### config.mk
export PLATFORM = sky130hd
export DESIGN_NAME = conv_acc
export DESIGN_NICKNAME = d
export VERILOG_FILES = /design/src/conv_acc_pkg.sv /design/src/sp_ram_intf.sv /design/src/conv_bus_switcher.sv /design/src/conv_1x1.sv /design/src/conv_3x3.sv /design/src/max_pool.sv /design/src/conv_acc.sv
export SDC_FILE = /design/constraint.sdc
export NUM_CORES = 1
export LEC_CHECK = 0
export BUFFER_PORTS_ARGS = -buffer_cell sky130_fd_sc_hd__buf_2
export CAP_MARGIN = 30
export CORE_AREA = 2 2 240 242
export CTS_BUF_LIST = sky130_fd_sc_hd__clkbuf_16
export DETAILED_ROUTE_END_ITERATION = 7
export DIE_AREA = 0 0 242 244
export PLACE_DENSITY_LB_ADDON = 0.05
export SLEW_MARGIN = 10
export SYNTH_ARGS = -nofsm -noshare
export SYNTH_HDL_FRONTEND = slang
export SYNTH_SLANG_ARGS = --single-unit
### constraint.sdc
create_clock -name clk -period 19.8 [get_ports clk]
set_input_delay 2.97 -clock clk [delete_from_list [all_inputs] [get_ports clk]]
set_output_delay 2.97 -clock clk [all_outputs]
set_load 0.02 [all_outputs]
### src/conv_acc_pkg.sv
package conv_acc_pkg;

  // One word on every memory bus
  typedef logic [31:0] word_t;

  // Word address into any of the memories
  typedef logic [7:0] addr_t;

  // Pixel or weight, sign-extended in the low byte of a word
  typedef logic signed [7:0] pixel_t;

  // Accumulator, bias and written result
  typedef logic signed [31:0] acc_t;

  // Operation selected by mode_i
  typedef enum logic [3:0] {
    MODE_IDLE     = 4'd0,
    MODE_CONV_1X1 = 4'd1,
    MODE_CONV_3X3 = 4'd2,
    MODE_MAX_POOL = 4'd3
  } mode_e;

  // Side of the square input feature map
  localparam int MAP_DIM = 6;

  // Side of the convolution kernel
  localparam int K_DIM = 3;

  // Side of the pooled map, 2x2 blocks at stride 2
  localparam int POOL_DIM = MAP_DIM / 2;

endpackage

### src/sp_ram_intf.sv
`timescale 1ns/1ps

interface sp_ram_intf
  import conv_acc_pkg::*;
();

  logic  cs;
  logic  we;
  addr_t addr;
  word_t wdata;
  // Valid the cycle after a read select
  word_t rdata;

  modport compute (
    output cs,
    output we,
    output addr,
    output wdata,
    input  rdata
  );

  modport memory (
    input  cs,
    input  we,
    input  addr,
    input  wdata,
    output rdata
  );

endinterface

### src/conv_bus_switcher.sv
`timescale 1ns/1ps

module conv_bus_switcher
  import conv_acc_pkg::*;
(
  input  mode_e              mode_i,
  // Unit side
  sp_ram_intf.memory         c1_bias_i,
  sp_ram_intf.memory         c1_input_i,
  sp_ram_intf.memory         c1_output_i,
  sp_ram_intf.memory         c3_bias_i,
  sp_ram_intf.memory         c3_weight_i,
  sp_ram_intf.memory         c3_input_i,
  sp_ram_intf.memory         c3_output_i,
  sp_ram_intf.memory         mp_input_i,
  sp_ram_intf.memory         mp_output_i,
  // External memories
  sp_ram_intf.compute        bias_o,
  sp_ram_intf.compute        weight_o,
  sp_ram_intf.compute        input_o,
  sp_ram_intf.compute        output_o
);

  // Read data goes back to every unit
  assign c1_bias_i.rdata   = bias_o.rdata;
  assign c1_input_i.rdata  = input_o.rdata;
  assign c1_output_i.rdata = output_o.rdata;
  assign c3_bias_i.rdata   = bias_o.rdata;
  assign c3_weight_i.rdata = weight_o.rdata;
  assign c3_input_i.rdata  = input_o.rdata;
  assign c3_output_i.rdata = output_o.rdata;
  assign mp_input_i.rdata  = input_o.rdata;
  assign mp_output_i.rdata = output_o.rdata;

  always_comb begin
    // Anything not routed below stays deselected
    {bias_o.cs, bias_o.we, bias_o.addr, bias_o.wdata}         = '0;
    {weight_o.cs, weight_o.we, weight_o.addr, weight_o.wdata} = '0;
    {input_o.cs, input_o.we, input_o.addr, input_o.wdata}     = '0;
    {output_o.cs, output_o.we, output_o.addr, output_o.wdata} = '0;
    case (mode_i)
      MODE_CONV_1X1: begin
        {bias_o.cs, bias_o.we, bias_o.addr, bias_o.wdata} =
          {c1_bias_i.cs, c1_bias_i.we, c1_bias_i.addr, c1_bias_i.wdata};
        {input_o.cs, input_o.we, input_o.addr, input_o.wdata} =
          {c1_input_i.cs, c1_input_i.we, c1_input_i.addr, c1_input_i.wdata};
        {output_o.cs, output_o.we, output_o.addr, output_o.wdata} =
          {c1_output_i.cs, c1_output_i.we, c1_output_i.addr, c1_output_i.wdata};
      end
      MODE_CONV_3X3: begin
        {bias_o.cs, bias_o.we, bias_o.addr, bias_o.wdata} =
          {c3_bias_i.cs, c3_bias_i.we, c3_bias_i.addr, c3_bias_i.wdata};
        {weight_o.cs, weight_o.we, weight_o.addr, weight_o.wdata} =
          {c3_weight_i.cs, c3_weight_i.we, c3_weight_i.addr, c3_weight_i.wdata};
        {input_o.cs, input_o.we, input_o.addr, input_o.wdata} =
          {c3_input_i.cs, c3_input_i.we, c3_input_i.addr, c3_input_i.wdata};
        {output_o.cs, output_o.we, output_o.addr, output_o.wdata} =
          {c3_output_i.cs, c3_output_i.we, c3_output_i.addr, c3_output_i.wdata};
      end
      MODE_MAX_POOL: begin
        // No bias or weight access when pooling
        {input_o.cs, input_o.we, input_o.addr, input_o.wdata} =
          {mp_input_i.cs, mp_input_i.we, mp_input_i.addr, mp_input_i.wdata};
        {output_o.cs, output_o.we, output_o.addr, output_o.wdata} =
          {mp_output_i.cs, mp_output_i.we, mp_output_i.addr, mp_output_i.wdata};
      end
      default: begin
      end
    endcase
  end

endmodule

### src/conv_1x1.sv
`timescale 1ns/1ps

module conv_1x1
  import conv_acc_pkg::*;
(
  input  logic        clk,
  input  logic        reset_i,
  input  logic        start_i,
  input  word_t       w8_i,
  output logic        finish_o,
  sp_ram_intf.compute bias_i,
  sp_ram_intf.compute input_i,
  sp_ram_intf.compute output_i
);

  typedef enum logic [2:0] {IDLE, BIAS, READ, WRITE, DONE} state_e;

  state_e state;
  // Second cycle of a read, data is on rdata
  logic   phase;
  addr_t  pix_cnt;
  acc_t   bias_q;
  pixel_t pix_q;
  acc_t   result;

  assign result = bias_q + acc_t'(pix_q) * acc_t'(pixel_t'(w8_i[7:0]));

  // Bias always sits at word 0
  assign bias_i.cs    = (state == BIAS) && !phase;
  assign bias_i.we    = 1'b0;
  assign bias_i.addr  = '0;
  assign bias_i.wdata = '0;

  assign input_i.cs    = (state == READ) && !phase;
  assign input_i.we    = 1'b0;
  assign input_i.addr  = pix_cnt;
  assign input_i.wdata = '0;

  assign output_i.cs    = (state == WRITE);
  assign output_i.we    = (state == WRITE);
  assign output_i.addr  = pix_cnt;
  assign output_i.wdata = word_t'(result);

  assign finish_o = (state == DONE);

  always_ff @(posedge clk) begin
    if (reset_i) begin
      state   <= IDLE;
      phase   <= 1'b0;
      pix_cnt <= '0;
    end else begin
      case (state)
        IDLE: begin
          if (start_i) begin
            state   <= BIAS;
            phase   <= 1'b0;
            pix_cnt <= '0;
          end
        end
        BIAS: begin
          phase <= !phase;
          if (phase) state <= READ;
        end
        READ: begin
          phase <= !phase;
          if (phase) state <= WRITE;
        end
        WRITE: begin
          if (pix_cnt == addr_t'(MAP_DIM * MAP_DIM - 1)) begin
            state <= DONE;
          end else begin
            pix_cnt <= pix_cnt + 1'b1;
            state   <= READ;
          end
        end
        DONE: state <= IDLE;
        default: state <= IDLE;
      endcase
    end
  end

  // Capture read data on the wait cycle
  always_ff @(posedge clk) begin
    if (state == BIAS && phase) bias_q <= acc_t'(bias_i.rdata);
    if (state == READ && phase) pix_q <= pixel_t'(input_i.rdata[7:0]);
  end

endmodule

### src/conv_3x3.sv
`timescale 1ns/1ps

module conv_3x3
  import conv_acc_pkg::*;
(
  input  logic        clk,
  input  logic        reset_i,
  input  logic        start_i,
  output logic        finish_o,
  sp_ram_intf.compute bias_i,
  sp_ram_intf.compute weight_i,
  sp_ram_intf.compute input_i,
  sp_ram_intf.compute output_i
);

  typedef enum logic [2:0] {IDLE, LOAD, CONV, WRITE, DONE} state_e;

  state_e     state;
  // Load step 0 reads bias, 1..9 read the kernel, 10 drains
  logic [3:0] ld_cnt;
  logic [3:0] tap;
  logic [1:0] ki;
  logic [1:0] kj;
  logic [2:0] row;
  logic [2:0] col;
  acc_t       bias_q;
  acc_t       acc_q;
  acc_t       prod;
  pixel_t     kernel [K_DIM * K_DIM];

  assign bias_i.cs    = (state == LOAD) && (ld_cnt == 4'd0);
  assign bias_i.we    = 1'b0;
  assign bias_i.addr  = '0;
  assign bias_i.wdata = '0;

  assign weight_i.cs    = (state == LOAD) && (ld_cnt != 4'd0) &&
                          (ld_cnt <= 4'(K_DIM * K_DIM));
  assign weight_i.we    = 1'b0;
  assign weight_i.addr  = addr_t'(ld_cnt - 4'd1);
  assign weight_i.wdata = '0;

  // One tap read per cycle, window anchored at (row, col)
  assign input_i.cs    = (state == CONV) && (tap < 4'(K_DIM * K_DIM));
  assign input_i.we    = 1'b0;
  assign input_i.addr  = addr_t'((row + ki) * MAP_DIM + col + kj);
  assign input_i.wdata = '0;

  assign output_i.cs    = (state == WRITE);
  assign output_i.we    = (state == WRITE);
  assign output_i.addr  = addr_t'(row * (MAP_DIM - K_DIM + 1) + col);
  assign output_i.wdata = word_t'(acc_q);

  assign finish_o = (state == DONE);

  // Data returning now belongs to the previous tap
  assign prod = acc_t'(pixel_t'(input_i.rdata[7:0])) * acc_t'(kernel[tap - 4'd1]);

  always_ff @(posedge clk) begin
    if (reset_i) begin
      state  <= IDLE;
      ld_cnt <= '0;
      tap    <= '0;
      ki     <= '0;
      kj     <= '0;
      row    <= '0;
      col    <= '0;
    end else begin
      case (state)
        IDLE: begin
          if (start_i) begin
            state  <= LOAD;
            ld_cnt <= '0;
            row    <= '0;
            col    <= '0;
          end
        end
        LOAD: begin
          ld_cnt <= ld_cnt + 1'b1;
          if (ld_cnt == 4'(K_DIM * K_DIM + 1)) begin
            state <= CONV;
            tap   <= '0;
            ki    <= '0;
            kj    <= '0;
          end
        end
        CONV: begin
          tap <= tap + 1'b1;
          if (kj == 2'(K_DIM - 1)) begin
            kj <= '0;
            ki <= ki + 1'b1;
          end else begin
            kj <= kj + 1'b1;
          end
          if (tap == 4'(K_DIM * K_DIM)) state <= WRITE;
        end
        WRITE: begin
          tap   <= '0;
          ki    <= '0;
          kj    <= '0;
          state <= CONV;
          if (col == 3'(MAP_DIM - K_DIM)) begin
            col <= '0;
            if (row == 3'(MAP_DIM - K_DIM)) state <= DONE;
            else row <= row + 1'b1;
          end else begin
            col <= col + 1'b1;
          end
        end
        DONE: state <= IDLE;
        default: state <= IDLE;
      endcase
    end
  end

  always_ff @(posedge clk) begin
    if (state == LOAD && ld_cnt == 4'd1) bias_q <= acc_t'(bias_i.rdata);
    if (state == LOAD && ld_cnt >= 4'd2) begin
      kernel[ld_cnt - 4'd2] <= pixel_t'(weight_i.rdata[7:0]);
    end
    // First product of a window starts from the bias
    if (state == CONV && tap != 4'd0) acc_q <= ((tap == 4'd1) ? bias_q : acc_q) + prod;
  end

endmodule

### src/max_pool.sv
`timescale 1ns/1ps

module max_pool
  import conv_acc_pkg::*;
(
  input  logic        clk,
  input  logic        reset_i,
  input  logic        start_i,
  output logic        finish_o,
  sp_ram_intf.compute input_i,
  sp_ram_intf.compute output_i
);

  typedef enum logic [1:0] {IDLE, READ, WRITE, DONE} state_e;

  state_e     state;
  // Taps 0..3 issue reads, data lags by one
  logic [2:0] tap;
  logic [1:0] row;
  logic [1:0] col;
  acc_t       pix;
  acc_t       max_q;

  assign pix = acc_t'(pixel_t'(input_i.rdata[7:0]));

  // tap[1] picks the block row, tap[0] the block column
  assign input_i.cs    = (state == READ) && !tap[2];
  assign input_i.we    = 1'b0;
  assign input_i.addr  = addr_t'((2 * row + tap[1]) * MAP_DIM + 2 * col + tap[0]);
  assign input_i.wdata = '0;

  assign output_i.cs    = (state == WRITE);
  assign output_i.we    = (state == WRITE);
  assign output_i.addr  = addr_t'(row * POOL_DIM + col);
  assign output_i.wdata = word_t'(max_q);

  assign finish_o = (state == DONE);

  always_ff @(posedge clk) begin
    if (reset_i) begin
      state <= IDLE;
      tap   <= '0;
      row   <= '0;
      col   <= '0;
    end else begin
      case (state)
        IDLE: begin
          if (start_i) begin
            state <= READ;
            tap   <= '0;
            row   <= '0;
            col   <= '0;
          end
        end
        READ: begin
          tap <= tap + 1'b1;
          if (tap == 3'd4) state <= WRITE;
        end
        WRITE: begin
          tap   <= '0;
          state <= READ;
          if (col == 2'(POOL_DIM - 1)) begin
            col <= '0;
            if (row == 2'(POOL_DIM - 1)) state <= DONE;
            else row <= row + 1'b1;
          end else begin
            col <= col + 1'b1;
          end
        end
        DONE: state <= IDLE;
        default: state <= IDLE;
      endcase
    end
  end

  // Running signed maximum over the block
  always_ff @(posedge clk) begin
    if (state == READ && tap != 3'd0) begin
      if (tap == 3'd1 || pix > max_q) max_q <= pix;
    end
  end

endmodule

### src/conv_acc.sv
`timescale 1ns/1ps

module conv_acc
  import conv_acc_pkg::*;
(
  input  logic       clk,
  input  logic       reset_i,
  input  logic       start_i,
  input  logic [3:0] mode_i,
  input  word_t      w8_i,
  output logic       finish_o,
  // Bias memory, bias at word 0
  output logic       bias_cs_o,
  input  word_t      bias_rdata_i,
  // Weight memory
  output logic       weight_cs_o,
  output addr_t      weight_addr_o,
  input  word_t      weight_rdata_i,
  // Input feature map
  output logic       in_cs_o,
  output addr_t      in_addr_o,
  input  word_t      in_rdata_i,
  // Output memory, write only
  output logic       out_cs_o,
  output addr_t      out_addr_o,
  output word_t      out_wdata_o
);

  mode_e mode;
  logic  start_c1;
  logic  start_c3;
  logic  start_mp;
  logic  finish_c1;
  logic  finish_c3;
  logic  finish_mp;

  sp_ram_intf c1_bias_bus ();
  sp_ram_intf c1_input_bus ();
  sp_ram_intf c1_output_bus ();
  sp_ram_intf c3_bias_bus ();
  sp_ram_intf c3_weight_bus ();
  sp_ram_intf c3_input_bus ();
  sp_ram_intf c3_output_bus ();
  sp_ram_intf mp_input_bus ();
  sp_ram_intf mp_output_bus ();

  // External side
  sp_ram_intf bias_bus ();
  sp_ram_intf weight_bus ();
  sp_ram_intf input_bus ();
  sp_ram_intf output_bus ();

  assign mode = mode_e'(mode_i);

  // Steer start to the selected unit and take its finish back
  always_comb begin
    start_c1 = 1'b0;
    start_c3 = 1'b0;
    start_mp = 1'b0;
    finish_o = 1'b0;
    case (mode)
      MODE_CONV_1X1: begin
        start_c1 = start_i;
        finish_o = finish_c1;
      end
      MODE_CONV_3X3: begin
        start_c3 = start_i;
        finish_o = finish_c3;
      end
      MODE_MAX_POOL: begin
        start_mp = start_i;
        finish_o = finish_mp;
      end
      default: begin
      end
    endcase
  end

  conv_bus_switcher u_switcher (
    .mode_i      (mode),
    .c1_bias_i   (c1_bias_bus),
    .c1_input_i  (c1_input_bus),
    .c1_output_i (c1_output_bus),
    .c3_bias_i   (c3_bias_bus),
    .c3_weight_i (c3_weight_bus),
    .c3_input_i  (c3_input_bus),
    .c3_output_i (c3_output_bus),
    .mp_input_i  (mp_input_bus),
    .mp_output_i (mp_output_bus),
    .bias_o      (bias_bus),
    .weight_o    (weight_bus),
    .input_o     (input_bus),
    .output_o    (output_bus)
  );

  conv_1x1 u_conv_1x1 (
    .clk      (clk),
    .reset_i  (reset_i),
    .start_i  (start_c1),
    .w8_i     (w8_i),
    .finish_o (finish_c1),
    .bias_i   (c1_bias_bus),
    .input_i  (c1_input_bus),
    .output_i (c1_output_bus)
  );

  conv_3x3 u_conv_3x3 (
    .clk      (clk),
    .reset_i  (reset_i),
    .start_i  (start_c3),
    .finish_o (finish_c3),
    .bias_i   (c3_bias_bus),
    .weight_i (c3_weight_bus),
    .input_i  (c3_input_bus),
    .output_i (c3_output_bus)
  );

  max_pool u_max_pool (
    .clk      (clk),
    .reset_i  (reset_i),
    .start_i  (start_mp),
    .finish_o (finish_mp),
    .input_i  (mp_input_bus),
    .output_i (mp_output_bus)
  );

  // Flatten external buses to memory ports
  assign bias_cs_o      = bias_bus.cs;
  assign bias_bus.rdata = bias_rdata_i;

  assign weight_cs_o      = weight_bus.cs;
  assign weight_addr_o    = weight_bus.addr;
  assign weight_bus.rdata = weight_rdata_i;

  assign in_cs_o         = input_bus.cs;
  assign in_addr_o       = input_bus.addr;
  assign input_bus.rdata = in_rdata_i;

  // Output memory is never read, its cs implies write
  assign out_cs_o         = output_bus.cs;
  assign out_addr_o       = output_bus.addr;
  assign out_wdata_o      = output_bus.wdata;
  assign output_bus.rdata = '0;

endmodule

==> impl_metrics.tcl <==
set metrics [dict create \
    critical_path_class "in -> out" \
    antenna_found_initial 3 \
    cts_max_path_buffers 3 \
    reg2regPathDepth 35 \
    worstHoldPathType "reg -> reg" \
    yosysWarnings 0 \
    peakVddDrop_mv 0.0685 \
    final_util_pct 37.3 \
    syn_inst 1793 \
    die_x_um 242 \
    num_vias 13012 \
    cts_tree "done" \
    dr.first_iter.drc_count 495 \
    synth_ff_type "edfxtp_1" \
    grt_overflow 0 \
    dp.cells 2654 \
    status "complete, no violations" \
    fp.dieArea_um2 59000 \
    instances_no_fill 2707 \
    report.final.slew_viol_count 0 \
    reg2reg_from "u_conv_3x3.tap[1]$_SDFFE_PP0P_" \
    setup.worst_path.end "out_wdata_o[30]" \
    nets 2346 \
    syn_nets 2210 \
    fin_crit_sh_pct 64.8 \
    finalWirelength_mm 46.6 \
    synth_area_um2 18400 \
    synth_area_per_cell_um2 10.3 \
    grt_max_degree 46 \
    synth_top_area_share_pct 30.0 \
    cts.sinks 226 \
    setup_slack_ns 6.96 \
    worst_pin_slew_ns 0.875 \
    gr-usage-all-layers_pct 15.8 \
    synth-edff-count 184 \
    cts_resized 0 \
    finalClockSkew_ns 0.0145 \
    fmax_ghz 0.0779 \
    maxCapViolCount 0 \
    viasPerCell 4.81 \
    htreeDepth 1 \
    reg2reg_slack_ns 10.95 \
    rows 87 \
    drt.antenna.violating_nets 0 \
    ys_ff_latch 226 \
    grt_pass1_vias 13519 \
    remaining_drc_errors 0 \
    critPathLaunch "w8_i[0]" \
    async_reset_ff_share_pct 0 \
    start_util_pct 32.8 \
    postPlaceCellArea_um2 20000 \
    numCtsBuffers 28 \
    fin_tns_setup_ns 0 \
    dp_slack_ns 6.91 \
    reg2reg_to "u_conv_3x3.output_i.wdata[30]$_DFFE_PP_" \
    grt_pass1_wl_mm 74.9 \
    postCtsSetupBuffers 0 \
    cp_slowest_cell "fa_1" \
    ctsHoldBuffers 0 \
    relSlewSlack_pct 41.7 \
    fin_area_um2 20900 \
    path_max_fanout 15 \
    worstSkewPairLatency_ns 0.56 \
    clk_pin_slew_ns 0.06 \
    min_period_ns 12.84 \
    dp_hpwl_mm 36.6 \
    synthToLayoutAreaGrowth_pct 13.5 \
    yosysTopAreaCell "edfxtp_1" \
    grt_setup_unrepaired "no" \
    critPathArrivalTime_ns 9.87 \
    finalPower_mw 2.49 \
    synthTopCellsByCount "234 x inv_1, 184 x edfxtp_1, 161 x ha_1, 121 x fa_1, 118 x nor2_1" \
    yosysMostFrequentCell "inv_1" \
    first_pass_iters 5 \
    hold_ws_ns 0.501 \
    start_kind "input pin" \
    cp.required_ns 16.83 \
    diodes 0 \
    cts_root_buf "clkbuf_16" \
    setup_viol 0 \
    wl_per_cell_um 17.2 \
    num_io_pins 196 \
    power_density_nw_per_um2 119 \
    yosysSeqAreaShare_pct 34.5 \
    die_y_um 244 \
    core_um2 56200 \
    power_leakage_nw 8.90 \
    gp_congestion 0.805 \
    slowest_delay_ns 0.52 \
    io_buffers 123 \
    hold_viol 0 \
    synth.area.top_cells "edfxtp_1 30%, fa_1 13%, ha_1 11%" \
    ys_types 81 \
    cp-end-kind "primary output" \
    drive_above_1_share_pct 13.4 \
    path_common_cell "inv_1" \
]
==> cells by family after synthesis <==
family / after synthesis / synth area share (%)
and+or+nand+nor: 478 / 13.1
AOI/OAI and AO/OA: 353 / 12.2
adders and majority gates: 282 / 24.1
buffers and inverters: 276 / 5.85
DFF: 226 / 34.5
xor gates and xnor gates: 116 / 5.59
muxes: 62 / 4.63
==> flip-flops by register name, summed over array words and instances (netlist names) <==
register,cells
u_conv_3x3.kernel,72
u_conv_1x1.bias_q,32
u_conv_3x3.bias_q,32
u_conv_1x1.input_i.addr,8
u_conv_3x3.state,3
u_conv_3x3.col,3
u_conv_3x3.output_i.wdata,32
u_conv_3x3.tap,4
u_conv_1x1.phase,1
u_max_pool.col,2
u_conv_3x3.ld_cnt,4
u_max_pool.tap,3
u_conv_3x3.ki,2
u_conv_3x3.row,3
u_max_pool.output_i.wdata,8
u_conv_1x1.pix_q,8
u_max_pool.state,2
u_conv_1x1.state,3
u_conv_3x3.kj,2
u_max_pool.row,2
==> layout make-up <==
| class | count | area (um2) |
|---|---|---|
| Clock buffer | 29 | 726 |
| Clock inverter | 23 | 153 |
| Fill cell | 5720 | 35200 |
| Inverter | 234 | 878 |
| Multi-Input combinational cell | 1291 | 11100 |
| Sequential cell | 226 | 6370 |
| Tap cell | 756 | 946 |
| Timing Repair Buffer | 148 | 812 |
==> report_power, final <==
group | switching (mW) | internal, mW | leakage, nW
Clock | 0.207 | 0.288 | 0.474
Sequential | 0.000779 | 0.553 | 1.99
Combinational | 0.825 | 0.621 | 6.43
==> critical path, delay by kind of cell <==
| kind | cells | cell delay, ns |
|---|---|---|
| xor gates and xnor gates | 2 | 0.42 |
| buffers and inverters | 8 | 0.84 |
| and+or+nand+nor | 3 | 0.63 |
| AOI/OAI and AO/OA | 10 | 2.36 |
| adders and majority gates | 6 | 2.64 |
==> worst min-delay path by stage <==
stage	startpoint	end	slack [ns]	depth (start not counted)
2_1_floorplan	u_conv_3x3.col[2]$_SDFFE_PP0P_	u_conv_3x3.col[2]$_SDFFE_PP0P_	0.44	2
3_3_place_gp	u_conv_3x3.col[1]$_SDFFE_PP0P_	u_conv_3x3.col[1]$_SDFFE_PP0P_	0.48	2
3_5_place_dp	u_conv_3x3.col[2]$_SDFFE_PP0P_	u_conv_3x3.col[2]$_SDFFE_PP0P_	0.49	2
4_1_cts	u_conv_3x3.col[2]$_SDFFE_PP0P_	u_conv_3x3.col[2]$_SDFFE_PP0P_	0.51	2
5_1_grt	u_conv_3x3.col[2]$_SDFFE_PP0P_	u_conv_3x3.col[2]$_SDFFE_PP0P_	0.53	2
6_report	u_conv_3x3.col[2]$_SDFFE_PP0P_	u_conv_3x3.col[2]$_SDFFE_PP0P_	0.50	2
==> cell usage in the layout, fill, tap and decap left out, types with 41 or more instances in the layout <==
cell,n
inv_1,246
edfxtp_1,184
ha_1,161
buf_2,126
fa_1,121
nor2_1,116
a21oi_1,116
nand2_1,101
xnor2_1,73
o21ai_0,71
and2_1,58
dfxtp_1,42
xor2_1,41
nor2b_1,41
==> metal layers <==
metal	up-vias	wire length [um]	GRT usage, %
met5	-	40	0
li1	6509	-	-
met2	129	21600	26.1
met4	6	792	3.34
met3	51	1260	1.89
met1	6317	22900	22.2
Note: power is estimated with default switching activity, not from simulation.
